<file path="config.mk">
export PLATFORM = sky130hd
export DESIGN_NAME = cpu_top
export DESIGN_NICKNAME = d
export VERILOG_FILES = /design/src/cpu_types_pkg.sv /design/src/alu.sv /design/src/control_unit.sv /design/src/cpu_top.sv /design/src/datapath.sv /design/src/hazard_unit.sv /design/src/memory_request_unit.sv /design/src/register_file.sv
export SDC_FILE = /design/constraint.sdc
export NUM_CORES = 2
export LEC_CHECK = 0
export BUFFER_PORTS_ARGS = -buffer_cell sky130_fd_sc_hd__buf_2
export CAP_MARGIN = 40
export CORE_ASPECT_RATIO = 2
export CORE_UTILIZATION = 60
export CTS_CLUSTER_SIZE = 16
export DETAILED_ROUTE_END_ITERATION = 16
export GPL_TIMING_DRIVEN = 0
export MAX_ROUTING_LAYER = met4
export PLACE_DENSITY_LB_ADDON = 0.05
export SLEW_MARGIN = 15
export SYNTH_ARGS = -nofsm -noshare
export SYNTH_HDL_FRONTEND = slang
export SYNTH_SLANG_ARGS = --single-unit
</file>
<file path="constraint.sdc">
create_clock -name CLK -period 11.43 [get_ports CLK]
set_input_delay 2.286 -clock CLK [delete_from_list [all_inputs] [get_ports CLK]]
set_output_delay 2.286 -clock CLK [all_outputs]
set_load 0.005 [all_outputs]
</file>
<file path="src/cpu_types_pkg.sv">
// cpu types: instruction encodings, word types and pipeline latch structs for the MIPS core
package cpu_types_pkg;

  typedef logic [31:0] word_t;
  typedef logic [4:0]  regbits_t;

  // primary opcodes, instr[31:26]
  typedef enum logic [5:0] {
    RTYPE = 6'b000000,
    J     = 6'b000010,
    JAL   = 6'b000011,
    BEQ   = 6'b000100,
    BNE   = 6'b000101,
    ADDIU = 6'b001001,
    SLTI  = 6'b001010,
    ANDI  = 6'b001100,
    ORI   = 6'b001101,
    LUI   = 6'b001111,
    LW    = 6'b100011,
    SW    = 6'b101011,
    HALT  = 6'b111111
  } opcode_t;

  // r-type function codes, instr[5:0]
  typedef enum logic [5:0] {
    SLL  = 6'b000000,
    SRL  = 6'b000010,
    JR   = 6'b001000,
    ADDU = 6'b100001,
    SUBU = 6'b100011,
    AND  = 6'b100100,
    OR   = 6'b100101,
    XOR  = 6'b100110,
    SLT  = 6'b101010
  } funct_t;

  typedef enum logic [3:0] {
    ALU_ADD = 4'd0,
    ALU_SUB = 4'd1,
    ALU_AND = 4'd2,
    ALU_OR  = 4'd3,
    ALU_XOR = 4'd4,
    ALU_SLT = 4'd5,
    ALU_SLL = 4'd6,
    ALU_SRL = 4'd7
  } aluop_t;

  // decoded controls, all zero for a bubble
  typedef struct packed {
    aluop_t alu_op;
    logic   alu_src_imm;
    logic   sign_ext;
    logic   use_shamt;
    logic   reg_wr;
    logic   reg_dst;
    logic   mem_to_reg;
    logic   mem_rd;
    logic   mem_wr;
    logic   beq;
    logic   bne;
    logic   jump;
    logic   jal;
    logic   jr;
    logic   lui;
    logic   halt;
  } ctrl_t;

  // ------------------------------
  // pipeline latches
  // ------------------------------
  typedef struct packed {
    word_t instr;
    word_t pc_plus4;
    logic  valid;
  } fd_latch_t;

  typedef struct packed {
    ctrl_t    ctrl;
    word_t    rdat1;
    word_t    rdat2;
    word_t    ext_imm;
    logic [4:0] shamt;
    regbits_t rs;
    regbits_t rt;
    regbits_t wsel;
    word_t    pc_plus4;
    word_t    jump_target;
    logic     valid;
  } de_latch_t;

  typedef struct packed {
    ctrl_t    ctrl;
    word_t    alu_out;
    logic     zero;
    word_t    rdat1;
    word_t    rdat2;
    word_t    ext_imm;
    regbits_t wsel;
    word_t    pc_plus4;
    word_t    jump_target;
    logic     valid;
  } em_latch_t;

  typedef struct packed {
    logic     reg_wr;
    logic     halt;
    word_t    wdat;
    regbits_t wsel;
  } mw_latch_t;

endpackage

</file>
<file path="src/alu.sv">
// alu: combinational arithmetic, logic and shift unit with a zero flag for branches
`timescale 1ns/1ps

module alu (
  input  cpu_types_pkg::aluop_t op,
  input  cpu_types_pkg::word_t  port_a,
  input  cpu_types_pkg::word_t  port_b,
  output cpu_types_pkg::word_t  port_out,
  output logic                  zero
);

  always_comb begin
    case (op)
      cpu_types_pkg::ALU_ADD: port_out = port_a + port_b;
      cpu_types_pkg::ALU_SUB: port_out = port_a - port_b;
      cpu_types_pkg::ALU_AND: port_out = port_a & port_b;
      cpu_types_pkg::ALU_OR:  port_out = port_a | port_b;
      cpu_types_pkg::ALU_XOR: port_out = port_a ^ port_b;
      // signed compare
      cpu_types_pkg::ALU_SLT: port_out = {31'b0, $signed(port_a) < $signed(port_b)};
      // shift amount from low five bits of b
      cpu_types_pkg::ALU_SLL: port_out = port_a << port_b[4:0];
      cpu_types_pkg::ALU_SRL: port_out = port_a >> port_b[4:0];
      default:                port_out = '0;
    endcase
  end

  // beq/bne use a subtract and look here
  assign zero = (port_out == '0);

endmodule

</file>
<file path="src/control_unit.sv">
// control unit: decodes an instruction word into the pipeline control struct
`timescale 1ns/1ps

module control_unit (
  input  cpu_types_pkg::word_t instr,
  output cpu_types_pkg::ctrl_t ctrl
);

  cpu_types_pkg::opcode_t op;
  cpu_types_pkg::funct_t  fn;

  assign op = cpu_types_pkg::opcode_t'(instr[31:26]);
  assign fn = cpu_types_pkg::funct_t'(instr[5:0]);

  always_comb begin
    ctrl = '0;
    case (op)
      cpu_types_pkg::RTYPE: begin
        ctrl.reg_wr  = 1'b1;
        ctrl.reg_dst = 1'b1;
        case (fn)
          cpu_types_pkg::SLL: begin
            ctrl.alu_op    = cpu_types_pkg::ALU_SLL;
            ctrl.use_shamt = 1'b1;
          end
          cpu_types_pkg::SRL: begin
            ctrl.alu_op    = cpu_types_pkg::ALU_SRL;
            ctrl.use_shamt = 1'b1;
          end
          cpu_types_pkg::JR: begin
            ctrl.reg_wr  = 1'b0;
            ctrl.reg_dst = 1'b0;
            ctrl.jr      = 1'b1;
          end
          cpu_types_pkg::ADDU: ctrl.alu_op = cpu_types_pkg::ALU_ADD;
          cpu_types_pkg::SUBU: ctrl.alu_op = cpu_types_pkg::ALU_SUB;
          cpu_types_pkg::AND:  ctrl.alu_op = cpu_types_pkg::ALU_AND;
          cpu_types_pkg::OR:   ctrl.alu_op = cpu_types_pkg::ALU_OR;
          cpu_types_pkg::XOR:  ctrl.alu_op = cpu_types_pkg::ALU_XOR;
          cpu_types_pkg::SLT:  ctrl.alu_op = cpu_types_pkg::ALU_SLT;
          // unknown funct becomes a bubble
          default: ctrl = '0;
        endcase
      end
      cpu_types_pkg::ADDIU: begin
        ctrl.alu_op      = cpu_types_pkg::ALU_ADD;
        ctrl.alu_src_imm = 1'b1;
        ctrl.sign_ext    = 1'b1;
        ctrl.reg_wr      = 1'b1;
      end
      cpu_types_pkg::SLTI: begin
        ctrl.alu_op      = cpu_types_pkg::ALU_SLT;
        ctrl.alu_src_imm = 1'b1;
        ctrl.sign_ext    = 1'b1;
        ctrl.reg_wr      = 1'b1;
      end
      // logical immediates are zero extended
      cpu_types_pkg::ANDI: begin
        ctrl.alu_op      = cpu_types_pkg::ALU_AND;
        ctrl.alu_src_imm = 1'b1;
        ctrl.reg_wr      = 1'b1;
      end
      cpu_types_pkg::ORI: begin
        ctrl.alu_op      = cpu_types_pkg::ALU_OR;
        ctrl.alu_src_imm = 1'b1;
        ctrl.reg_wr      = 1'b1;
      end
      cpu_types_pkg::LUI: begin
        ctrl.lui    = 1'b1;
        ctrl.reg_wr = 1'b1;
      end
      cpu_types_pkg::LW: begin
        ctrl.alu_src_imm = 1'b1;
        ctrl.sign_ext    = 1'b1;
        ctrl.reg_wr      = 1'b1;
        ctrl.mem_to_reg  = 1'b1;
        ctrl.mem_rd      = 1'b1;
      end
      cpu_types_pkg::SW: begin
        ctrl.alu_src_imm = 1'b1;
        ctrl.sign_ext    = 1'b1;
        ctrl.mem_wr      = 1'b1;
      end
      cpu_types_pkg::BEQ: begin
        ctrl.alu_op   = cpu_types_pkg::ALU_SUB;
        ctrl.sign_ext = 1'b1;
        ctrl.beq      = 1'b1;
      end
      cpu_types_pkg::BNE: begin
        ctrl.alu_op   = cpu_types_pkg::ALU_SUB;
        ctrl.sign_ext = 1'b1;
        ctrl.bne      = 1'b1;
      end
      cpu_types_pkg::J:   ctrl.jump = 1'b1;
      cpu_types_pkg::JAL: begin
        ctrl.jal    = 1'b1;
        ctrl.reg_wr = 1'b1;
      end
      cpu_types_pkg::HALT: ctrl.halt = 1'b1;
      default: ctrl = '0;
    endcase
  end

endmodule

</file>
<file path="src/cpu_top.sv">
// cpu top: pipelined datapath joined to the shared memory bus through the request unit
`timescale 1ns/1ps

module cpu_top #(
  parameter cpu_types_pkg::word_t PC_INIT = 32'h0000_0000
) (
  input  logic                 CLK,
  input  logic                 nRST,
  output logic                 ram_ren,
  output logic                 ram_wen,
  output cpu_types_pkg::word_t ram_addr,
  output cpu_types_pkg::word_t ram_store,
  input  cpu_types_pkg::word_t ram_load,
  input  logic                 ram_ready,
  output logic                 halt
);

  // hit-based link between the core and the request unit
  logic                 ihit;
  logic                 dhit;
  logic                 imem_ren;
  logic                 dmem_ren;
  logic                 dmem_wen;
  cpu_types_pkg::word_t imem_load;
  cpu_types_pkg::word_t dmem_load;
  cpu_types_pkg::word_t imem_addr;
  cpu_types_pkg::word_t dmem_addr;
  cpu_types_pkg::word_t dmem_store;

  datapath #(
    .PC_INIT (PC_INIT)
  ) u_dp (
    .CLK        (CLK),
    .nRST       (nRST),
    .ihit       (ihit),
    .dhit       (dhit),
    .imem_load  (imem_load),
    .dmem_load  (dmem_load),
    .imem_ren   (imem_ren),
    .dmem_ren   (dmem_ren),
    .dmem_wen   (dmem_wen),
    .imem_addr  (imem_addr),
    .dmem_addr  (dmem_addr),
    .dmem_store (dmem_store),
    .halt       (halt)
  );

  memory_request_unit u_mru (
    .CLK        (CLK),
    .nRST       (nRST),
    .imem_ren   (imem_ren),
    .dmem_ren   (dmem_ren),
    .dmem_wen   (dmem_wen),
    .imem_addr  (imem_addr),
    .dmem_addr  (dmem_addr),
    .dmem_store (dmem_store),
    .ihit       (ihit),
    .dhit       (dhit),
    .imem_load  (imem_load),
    .dmem_load  (dmem_load),
    .ram_ren    (ram_ren),
    .ram_wen    (ram_wen),
    .ram_addr   (ram_addr),
    .ram_store  (ram_store),
    .ram_load   (ram_load),
    .ram_ready  (ram_ready)
  );

endmodule

</file>
<file path="src/datapath.sv">
// datapath: five-stage pipeline with pc, stage latches, extenders, muxes and halt latch
`timescale 1ns/1ps

module datapath #(
  parameter cpu_types_pkg::word_t PC_INIT = 32'h0000_0000
) (
  input  logic                 CLK,
  input  logic                 nRST,
  input  logic                 ihit,
  input  logic                 dhit,
  input  cpu_types_pkg::word_t imem_load,
  input  cpu_types_pkg::word_t dmem_load,
  output logic                 imem_ren,
  output logic                 dmem_ren,
  output logic                 dmem_wen,
  output cpu_types_pkg::word_t imem_addr,
  output cpu_types_pkg::word_t dmem_addr,
  output cpu_types_pkg::word_t dmem_store,
  output logic                 halt
);

  cpu_types_pkg::word_t pc;
  cpu_types_pkg::word_t pc_next;
  cpu_types_pkg::word_t pc_plus4;

  cpu_types_pkg::fd_latch_t fd;
  cpu_types_pkg::fd_latch_t fd_next;
  cpu_types_pkg::de_latch_t de;
  cpu_types_pkg::de_latch_t de_next;
  cpu_types_pkg::em_latch_t em;
  cpu_types_pkg::em_latch_t em_next;
  cpu_types_pkg::mw_latch_t mw;
  cpu_types_pkg::mw_latch_t mw_next;

  cpu_types_pkg::ctrl_t   dec_ctrl;
  cpu_types_pkg::word_t   rdat1;
  cpu_types_pkg::word_t   rdat2;
  cpu_types_pkg::word_t   dec_imm;
  cpu_types_pkg::regbits_t dec_wsel;
  logic                   uses_rt;

  cpu_types_pkg::word_t alu_a;
  cpu_types_pkg::word_t alu_b;
  cpu_types_pkg::word_t alu_out;
  logic                 alu_zero;

  cpu_types_pkg::word_t branch_target;
  cpu_types_pkg::word_t xfer_target;
  cpu_types_pkg::word_t wb_dat;
  cpu_types_pkg::word_t load_q;

  logic stall;
  logic flush;
  logic draining;
  logic front_hold;
  logic mem_access;
  logic data_done;
  logic advance;

  // ------------------------------
  // fetch
  // ------------------------------
  assign pc_plus4  = pc + 32'd4;
  assign imem_addr = pc;
  assign imem_ren  = !halt;

  // an older halt in flight keeps younger work out of the pipe
  assign draining   = de.ctrl.halt || em.ctrl.halt || mw.halt;
  assign front_hold = stall || draining;

  always_comb begin
    if (flush) begin
      pc_next = xfer_target;
      fd_next = '0;
    end else if (front_hold) begin
      pc_next = pc;
      fd_next = fd;
    end else begin
      pc_next          = pc_plus4;
      fd_next.instr    = imem_load;
      fd_next.pc_plus4 = pc_plus4;
      fd_next.valid    = 1'b1;
    end
  end

  // ------------------------------
  // decode
  // ------------------------------
  control_unit u_cu (
    .instr (fd.instr),
    .ctrl  (dec_ctrl)
  );

  register_file u_rf (
    .CLK   (CLK),
    .nRST  (nRST),
    .wen   (mw.reg_wr),
    .wsel  (mw.wsel),
    .wdat  (mw.wdat),
    .rsel1 (fd.instr[25:21]),
    .rsel2 (fd.instr[20:16]),
    .rdat1 (rdat1),
    .rdat2 (rdat2)
  );

  assign dec_imm = dec_ctrl.sign_ext ? {{16{fd.instr[15]}}, fd.instr[15:0]}
                                     : {16'h0000, fd.instr[15:0]};
  assign dec_wsel = dec_ctrl.jal     ? 5'd31 :
                    dec_ctrl.reg_dst ? fd.instr[15:11] : fd.instr[20:16];
  // rt is a source for r-type, stores and branches
  assign uses_rt = dec_ctrl.reg_dst || dec_ctrl.mem_wr || dec_ctrl.beq || dec_ctrl.bne;

  hazard_unit u_hu (
    .rs         (fd.instr[25:21]),
    .rt         (fd.instr[20:16]),
    .uses_rt    (uses_rt),
    .ex_wsel    (de.wsel),
    .mem_wsel   (em.wsel),
    .ex_reg_wr  (de.ctrl.reg_wr),
    .mem_reg_wr (em.ctrl.reg_wr),
    .ex_mem     (em),
    .stall      (stall),
    .flush      (flush)
  );

  always_comb begin
    de_next = '0;
    if (!flush && !front_hold && fd.valid) begin
      de_next.ctrl        = dec_ctrl;
      de_next.rdat1       = rdat1;
      de_next.rdat2       = rdat2;
      de_next.ext_imm     = dec_imm;
      de_next.shamt       = fd.instr[10:6];
      de_next.rs          = fd.instr[25:21];
      de_next.rt          = fd.instr[20:16];
      de_next.wsel        = dec_wsel;
      de_next.pc_plus4    = fd.pc_plus4;
      de_next.jump_target = {fd.pc_plus4[31:28], fd.instr[25:0], 2'b00};
      de_next.valid       = 1'b1;
    end
  end

  // ------------------------------
  // execute
  // ------------------------------
  // shifts move rt by shamt
  assign alu_a = de.ctrl.use_shamt ? de.rdat2 : de.rdat1;
  assign alu_b = de.ctrl.use_shamt   ? {27'b0, de.shamt} :
                 de.ctrl.alu_src_imm ? de.ext_imm : de.rdat2;

  alu u_alu (
    .op       (de.ctrl.alu_op),
    .port_a   (alu_a),
    .port_b   (alu_b),
    .port_out (alu_out),
    .zero     (alu_zero)
  );

  always_comb begin
    em_next = '0;
    if (!flush && de.valid) begin
      em_next.ctrl        = de.ctrl;
      em_next.alu_out     = alu_out;
      em_next.zero        = alu_zero;
      em_next.rdat1       = de.rdat1;
      em_next.rdat2       = de.rdat2;
      em_next.ext_imm     = de.ext_imm;
      em_next.wsel        = de.wsel;
      em_next.pc_plus4    = de.pc_plus4;
      em_next.jump_target = de.jump_target;
      em_next.valid       = 1'b1;
    end
  end

  // ------------------------------
  // memory
  // ------------------------------
  assign mem_access = em.valid && (em.ctrl.mem_rd || em.ctrl.mem_wr);
  // request drops once served, the fetch then gets the bus
  assign dmem_ren   = em.valid && em.ctrl.mem_rd && !data_done && !halt;
  assign dmem_wen   = em.valid && em.ctrl.mem_wr && !data_done && !halt;
  assign dmem_addr  = em.alu_out;
  assign dmem_store = em.rdat2;

  assign branch_target = em.pc_plus4 + {em.ext_imm[29:0], 2'b00};
  assign xfer_target   = em.ctrl.jr ? em.rdat1 :
                         (em.ctrl.jump || em.ctrl.jal) ? em.jump_target : branch_target;

  always_comb begin
    if (em.ctrl.lui) begin
      wb_dat = {em.ext_imm[15:0], 16'h0000};
    end else if (em.ctrl.jal) begin
      wb_dat = em.pc_plus4;
    end else if (em.ctrl.mem_to_reg) begin
      wb_dat = load_q;
    end else begin
      wb_dat = em.alu_out;
    end
  end

  assign mw_next.reg_wr = em.valid && em.ctrl.reg_wr;
  assign mw_next.halt   = em.valid && em.ctrl.halt;
  assign mw_next.wdat   = wb_dat;
  assign mw_next.wsel   = em.wsel;

  // hits never share a cycle, so a served data access is remembered
  assign advance = ihit && (!mem_access || data_done);

  // ------------------------------
  // state
  // ------------------------------
  always_ff @(posedge CLK or negedge nRST) begin
    if (!nRST) begin
      pc <= PC_INIT;
      fd <= '0;
      de <= '0;
      em <= '0;
      mw <= '0;
    end else if (advance) begin
      pc <= pc_next;
      fd <= fd_next;
      de <= de_next;
      em <= em_next;
      mw <= mw_next;
    end
  end

  always_ff @(posedge CLK or negedge nRST) begin
    if (!nRST) begin
      data_done <= 1'b0;
    end else if (advance) begin
      data_done <= 1'b0;
    end else if (dhit) begin
      data_done <= 1'b1;
    end
  end

  // load word held until the stage moves on
  always_ff @(posedge CLK) begin
    if (dhit) begin
      load_q <= dmem_load;
    end
  end

  // sticky until reset
  always_ff @(posedge CLK or negedge nRST) begin
    if (!nRST) begin
      halt <= 1'b0;
    end else if (mw.halt) begin
      halt <= 1'b1;
    end
  end

endmodule

</file>
<file path="src/hazard_unit.sv">
// hazard unit: decode stall on read-after-write dependencies and flush on taken transfers
`timescale 1ns/1ps

module hazard_unit (
  input  cpu_types_pkg::regbits_t  rs,
  input  cpu_types_pkg::regbits_t  rt,
  input  logic                     uses_rt,
  input  cpu_types_pkg::regbits_t  ex_wsel,
  input  cpu_types_pkg::regbits_t  mem_wsel,
  input  logic                     ex_reg_wr,
  input  logic                     mem_reg_wr,
  input  cpu_types_pkg::em_latch_t ex_mem,
  output logic                     stall,
  output logic                     flush
);

  logic ex_dep;
  logic mem_dep;
  logic taken;

  // no forwarding, so wait until the producer reaches writeback
  assign ex_dep = ex_reg_wr && ex_wsel != 5'd0 &&
                  (ex_wsel == rs || (uses_rt && ex_wsel == rt));
  assign mem_dep = mem_reg_wr && mem_wsel != 5'd0 &&
                   (mem_wsel == rs || (uses_rt && mem_wsel == rt));

  // the one place a transfer is judged taken
  assign taken = ex_mem.valid &&
                 ((ex_mem.ctrl.beq && ex_mem.zero) ||
                  (ex_mem.ctrl.bne && !ex_mem.zero) ||
                  ex_mem.ctrl.jump || ex_mem.ctrl.jal || ex_mem.ctrl.jr);

  assign flush = taken;
  // decode gets squashed anyway on a flush
  assign stall = (ex_dep || mem_dep) && !taken;

endmodule

</file>
<file path="src/memory_request_unit.sv">
// memory request unit: puts fetch and data requests onto one memory bus, data first
`timescale 1ns/1ps

module memory_request_unit (
  input  logic                 CLK,
  input  logic                 nRST,
  input  logic                 imem_ren,
  input  logic                 dmem_ren,
  input  logic                 dmem_wen,
  input  cpu_types_pkg::word_t imem_addr,
  input  cpu_types_pkg::word_t dmem_addr,
  input  cpu_types_pkg::word_t dmem_store,
  output logic                 ihit,
  output logic                 dhit,
  output cpu_types_pkg::word_t imem_load,
  output cpu_types_pkg::word_t dmem_load,
  output logic                 ram_ren,
  output logic                 ram_wen,
  output cpu_types_pkg::word_t ram_addr,
  output cpu_types_pkg::word_t ram_store,
  input  cpu_types_pkg::word_t ram_load,
  input  logic                 ram_ready
);

  logic dreq;
  logic d_pend;

  assign dreq = dmem_ren || dmem_wen;

  // ------------------------------
  // bus select
  // ------------------------------
  assign ram_ren   = dreq ? dmem_ren : imem_ren;
  assign ram_wen   = dmem_wen;
  assign ram_addr  = dreq ? dmem_addr : imem_addr;
  assign ram_store = dmem_store;

  // ready goes back to whoever owns the bus this cycle
  assign dhit = dreq && ram_ready;
  // a data access left waiting last cycle blocks any fetch completion
  assign ihit = imem_ren && !dreq && !d_pend && ram_ready;

  assign imem_load = ram_load;
  assign dmem_load = ram_load;

  always_ff @(posedge CLK or negedge nRST) begin
    if (!nRST) begin
      d_pend <= 1'b0;
    end else begin
      d_pend <= dreq && !ram_ready;
    end
  end

endmodule

</file>
<file path="src/register_file.sv">
// register file: 32 x 32-bit registers, r0 reads zero, same-cycle write passes to the reads
`timescale 1ns/1ps

module register_file (
  input  logic                    CLK,
  input  logic                    nRST,
  input  logic                    wen,
  input  cpu_types_pkg::regbits_t wsel,
  input  cpu_types_pkg::word_t    wdat,
  input  cpu_types_pkg::regbits_t rsel1,
  input  cpu_types_pkg::regbits_t rsel2,
  output cpu_types_pkg::word_t    rdat1,
  output cpu_types_pkg::word_t    rdat2
);

  cpu_types_pkg::word_t regs [32];

  always_ff @(posedge CLK or negedge nRST) begin
    if (!nRST) begin
      for (int i = 0; i < 32; i++) begin
        regs[i] <= '0;
      end
    end else if (wen && wsel != 5'd0) begin
      regs[wsel] <= wdat;
    end
  end

  // writeback value bypasses the array so decode never waits on it
  assign rdat1 = (rsel1 == 5'd0) ? '0 :
                 (wen && rsel1 == wsel) ? wdat : regs[rsel1];
  assign rdat2 = (rsel2 == 5'd0) ? '0 :
                 (wen && rsel2 == wsel) ? wdat : regs[rsel2];

endmodule

</file>
==> reports/qor.yml, run 1 <==
cts_resized: 0
global_route_wire_length_before_repair_um: 734800
syn-mean-instance-area_um2: 11.99
starting_density_pct: 60.48
number_of_i_o_port_buffers: 101
postCtsHoldBufs: 0
synthDominantAreaCellType: "sky130_fd_sc_hd__dfrtp_1"
ys_top_cells_by_area: "sky130_fd_sc_hd__dfrtp_1, sky130_fd_sc_hd__mux2_2, sky130_fd_sc_hd__mux4_2"
synth.ff_latch_count: 1511
numCtsBuffers: 144
lastStage: "5_1_grt"
dominantRegCellSynth: "sky130_fd_sc_hd__dfrtp_1"
pin_count_of_the_biggest_net_entering_global_routing: 158
place.detailed.hpwl_um: 333600
io_pins: 102
synth.yosys.warnings: 0
die_w_um: 270.2
synth-seq-area-share_pct: 43.99
grt_overflow: 682
synth_edf_count: 32
fp.dieH_um: 538.4
mappedNetlistArea_um2: 86320
gp_congestion: 1.140
outcome: "stopped before the end"
netlist_instances: 7202
ctsRootBufferMaster: "sky130_fd_sc_hd__clkbuf_16"
post-cts-setup-buffers: 0
grt_usage_pct: 72.88
vias_in_the_first_global_route: 86070
error_line: "[ERROR GRT-0116] Global routing finished with congestion. Check the congestion regions in the DRC Viewer."
synth_async_sr_flop_share_pct: 97.88
synth_fp_nets: 7377
floorplan.rows: 196
cts_num_sinks: 1511
max-clock-path-buffers: 4
synth_top_area_share_pct: 42.88
htreeDepth: 4
synth_cell_type_count: 99
[cell usage after synthesis (all sizes together), types with 38 or more instances]
cell type and number:
dfrtp 1479, mux2 1094, clkbuf 497, mux4 482
nand2 430, o21ai 333, a21oi 323, mux2i 282
nor2 282, a22o 245, buf 234, ha 137
inv 122, nand3 106, o22ai 105, o211ai 94
nor3 92, a211oi 81, nand2b 67, o221ai 67
xnor2 60, nor2b 49, xor2 44, a221oi 43
o31ai 38
[stage by stage]
stage / area (µm²) / std cells / util, % / hold slack [ns] / setup slack [ns]
after floorplan: 86320 / 7202 / - / 0.4413 / 6.561
after global placement: 89180 / 9184 / 62.48 / 0.4564 / -23.23
after detailed placement: 92070 / 9397 / 64.51 / 0.4693 / 3.921
after CTS: 96760 / 9643 / 67.80 / 0.4829 / 3.865
[kinds of logic after synthesis]
logic type,share of synthesized area [%]
xor+xnor,1.055
compound gates,12.54
flops,43.99
mux,30.16
fa+ha+maj,2.055
simple gates,6.169
buf+inv,4.037
[per-layer routing]
layer / GRT overflow / track usage, %
met4: 253 / 77.21
met2: 410 / 93.03
met1: 9 / 71.15
met5: - / -
met3: 10 / 45.89
==> run 2, diff against run 1 <==
CORE_ASPECT_RATIO = default   (was 2)
CORE_UTILIZATION = 40   (was 60)
CTS_CLUSTER_SIZE = default   (was 16)
MAX_ROUTING_LAYER = default   (was met4)
PLACE_DENSITY_LB_ADDON = 0.15   (was 0.05)
==> reports/qor.yml, run 2 <==
outcome: "completed"
starting_density_pct: 40.22  # -20 points
totalWireLength_um: 409500
synth_fa_ha_area_share_pct: 2.055  # unchanged
post_synth_mux_area_share_pct: 30.16  # unchanged
worst_r2r_startpoint: "u_dp.de[193]$_DFFE_PN0P_"
pre_cts_slack_ns: 4.568  # +0.6477 ns
synth_compound_gate_area_share_pct: 12.54  # unchanged
max_freq_ghz: 0.1405
multi_input_comb_area_um2: 44920
rrSetupSlack_ns: 4.31
endpoint_of_the_worst_slack_reg_to_reg_timing_path: "u_dp.em[166]$_DFFE_PN0P_"
slew_of_the_pin_with_the_lowest_slew_margin_ns: 1.107
cp_data_arrival_time_ns: 7.88
netlist_top_cells_count: "sky130_fd_sc_hd__dfrtp_1, sky130_fd_sc_hd__mux2_2, sky130_fd_sc_hd__clkbuf_1"
power.share.combinational_pct: 47.9
crit_type: "reg -> reg"
layout_worst_path_cycle_share_pct: 62.29
time_the_final_worst_path_needs_with_i_o_delays_and_setup_ns: 7.119
synth_cell_type_count: 99  # unchanged
worst_slew_margin_rel_pct: 26.18
hold_worst_path_end: "u_dp.em[207]$_DFFE_PN0P_"
synth.yosys.warnings: 0  # unchanged
post-cts-setup-buffers: 0  # unchanged
cts_resized: 0  # unchanged
vias_in_the_first_global_route: 68230
fin_ws_ns: 4.311
synth_fp_nets: 7377  # unchanged
numCtsBuffers: 172  # +19%
route.vias.total: 70040
vdd_ir_drop_max_v: 0.0001716
core_area_um2: 214600
total_switching_power_w: 0.01211
drt-wirelength-per-cell_um: 38.25
layout_common_cells: "sky130_fd_sc_hd__dfrtp_1, sky130_fd_sc_hd__mux2_2, sky130_fd_sc_hd__clkbuf_1, sky130_fd_sc_hd__mux4_2, sky130_fd_sc_hd__nand2_1"
timing.hold.ws_ns: 0.4557
die_w_um: 466.5  # +73%
grt_usage_pct: 37.37
netlist_instances: 7202  # unchanged
layout.core_utilization_pct: 46.32
min-delay-start: "u_dp.de[189]$_DFFE_PN0P_"
sequential_cell_area_um2: 37970
num-nets-final: 7885
rr_worst_depth: 22
synth-seq-area-share_pct: 43.99  # unchanged
synth.ff_latch_count: 1511  # unchanged
timing.final.max_slew_violations: 0
dieArea_um2: 217700
antenna_violating_nets_post_route: 0
dominantRegCellSynth: "sky130_fd_sc_hd__dfrtp_1"
grt_antenna_before_repair: 29
timing.final.hold_violations: 0
floorplan.rows: 170  # -13%
cts_num_sinks: 1511  # unchanged
reg_top3: "u_dp.u_rf.regs (1024), u_dp.de (144), u_dp.em (108)"
layout-drive-gt1-share_pct: 31.03
crit_path_max_fanout: 10
tritoncts: "done"
remaining_drc_errors: 0
synth_top_area_share_pct: 42.88  # unchanged
finClkSkew_ns: 0.05998
p_int_w: 0.01318
final_common_cell: "sky130_fd_sc_hd__dfrtp_1"
insertion_delay_ns: 0.87
ys_top_cells_by_area: "sky130_fd_sc_hd__dfrtp_1, sky130_fd_sc_hd__mux2_2, sky130_fd_sc_hd__mux4_2"
syn-mean-instance-area_um2: 11.99  # unchanged
htreeDepth: 4  # unchanged
maxCapViolations: 0
drtIter0Drc: 8907
sw_frac_of_total_pct: 47.90
number_of_i_o_port_buffers: 101  # unchanged
synthDominantAreaCellType: "sky130_fd_sc_hd__dfrtp_1"
fillers: 19700
area_delta_synth_final_pct: 15.17
whs_path_depth: 1
grt_overflow: 0
post-synth-top-count-cell: "sky130_fd_sc_hd__dfrtp_1"
route.detailed.vias_per_inst: 6.541
timing.final.setup_violations: 0
cp-end-kind: "flop"
largest_register_ff_count: 1024
global_route_wire_length_before_repair_um: 563900
place.detailed.hpwl_um: 320500  # -3.9%
holdCritPathClass: "reg -> reg"
io_pins: 102  # unchanged
power.static_leakage_nw: 44.64
worst_setup_hold_path_clk_slew_ns: 0.06
timing.critical_path.required_ns: 12.19
clkPwrFrac_pct: 23.1
pin_count_of_the_biggest_net_entering_global_routing: 142
main_combinational_cell_family_by_area_after_synthesis: "multiplexers"
ctsRootBufferMaster: "sky130_fd_sc_hd__clkbuf_16"
fp.dieH_um: 466.5  # -13%
gp_congestion: 1.011  # -11%
totalNegativeSetupSlack_ns: 0
power-per-cell-area_nw_per_um2: 254.4
synth_async_sr_flop_share_pct: 97.88  # unchanged
synthSimpleGateAreaFrac_pct: 6.169  # unchanged
pwr-share-seq_pct: 29.0
synth-xor-area-share_pct: 1.055  # unchanged
mappedNetlistArea_um2: 86320  # unchanged
regMostFlops: "u_dp.u_rf.regs"
unrepaired_setup_endpoints_after_global_routing: "false"
synth_edf_count: 32  # unchanged
drt_pre_antenna_iters: 6
max-clock-path-buffers: 3  # -1
postCtsHoldBufs: 0  # unchanged
crit_path_start_kind: "flop"
power.total_w: 0.02529
-- run 2: cell counts after synthesis --
Identical to the previous run, type by type.
-- run 2: metal layers --
layer	vias to the layer above	share of wire (%)	track usage, %
met3	1069	9.1	9.144
met2	4121	44	56.57
met5	-	0.044	0
li1	28280	-	-
met4	24	7.5	23.54
met1	36540	39	48.00
-- run 2: power groups by stage --
| stage | clock [W] | sequential (W) | combinational [W] |
|---|---|---|---|
| 2_1_floorplan | 0 | 0.00660 | 0.00635 |
| 6_report | 0.00584 | 0.00734 | 0.0121 |
| 4_1_cts | 0.00589 | 0.00726 | 0.0117 |
| 3_3_place_gp | 0 | 0.00736 | 0.0112 |
| 3_5_place_dp | 0 | 0.00735 | 0.0117 |
| 5_1_grt | 0.00609 | 0.00733 | 0.0125 |
-- run 2: stage by stage --
stage	std cells	cell area, µm²
after global routing	10690	99380
after detailed placement	10360	93350
after CTS	10680	99250
after floorplan	7202	86320
after global placement	10140	90370
final	10710	99410
-- run 2: worst max-delay path by stage --
stage,start,endpoint,slack [ns],cells past startpoint
floorplan,u_dp.de[193]$_DFFE_PN0P_,u_dp.em[166]$_DFFE_PN0P_,6.56,22
global placement,nRST,u_dp.u_rf.regs[516]$_DFFE_PN0P_,-25.64,1
CTS,u_dp.de[193]$_DFFE_PN0P_,u_dp.em[166]$_DFFE_PN0P_,4.49,22
detailed placement,u_dp.de[193]$_DFFE_PN0P_,u_dp.em[166]$_DFFE_PN0P_,4.57,22
finish,u_dp.de[193]$_DFFE_PN0P_,u_dp.em[166]$_DFFE_PN0P_,4.31,22
global route,u_dp.de[193]$_DFFE_PN0P_,u_dp.em[166]$_DFFE_PN0P_,4.15,22
-- run 2: cell type report --
cell class                      instances  share of cell area (%)
Inverter                              124                  0.4682
Antenna cell                           15                 0.03776
Multi-Input combinational cell       4836                   45.18
Clock buffer                          265                   5.188
Clock inverter                         53                  0.7451
Buffer                                731                   3.143
Timing Repair Buffer                  334                   3.466
Sequential cell                      1511                   38.20
Tap cell                             2838                   3.572
-- run 2: cell families (layout without fill, tap and decap cells) --
kind of cell,count (synthesis),in the layout
muxes,1858,1858
AOI/OAI and AO/OA,1574,1574
DFF,1511,1511
and+or+nand+nor,1160,1160
buffers and inverters,855,1507
adders and majority gates,140,140
xor gates and xnor gates,104,104
other,0,15
-- run 2: worst max-delay path: stages, from the launching register on --
cell                       delay, ns
sky130_fd_sc_hd__dfrtp_1        0.51
sky130_fd_sc_hd__buf_6          0.23
sky130_fd_sc_hd__buf_4          0.25
sky130_fd_sc_hd__o21a_1         0.15
sky130_fd_sc_hd__buf_2          0.31
sky130_fd_sc_hd__buf_2          0.36
sky130_fd_sc_hd__buf_1          0.60
sky130_fd_sc_hd__clkbuf_1       0.35
sky130_fd_sc_hd__buf_8          0.21
sky130_fd_sc_hd__ha_1           0.25
sky130_fd_sc_hd__clkbuf_1       0.22
sky130_fd_sc_hd__o211ai_1       0.22
sky130_fd_sc_hd__a21oi_1        0.11
sky130_fd_sc_hd__o21ai_0        0.68
sky130_fd_sc_hd__o21ai_0        0.35
sky130_fd_sc_hd__a21o_1         0.26
sky130_fd_sc_hd__a21oi_1        0.17
sky130_fd_sc_hd__xnor2_1        0.14
sky130_fd_sc_hd__a221oi_1       0.77
sky130_fd_sc_hd__nand4_1        0.26
sky130_fd_sc_hd__and4bb_2       0.37
sky130_fd_sc_hd__nand4_1        0.08
sky130_fd_sc_hd__o21ai_1        0.15
No activity file was read; power rests on OpenSTA's default activity.
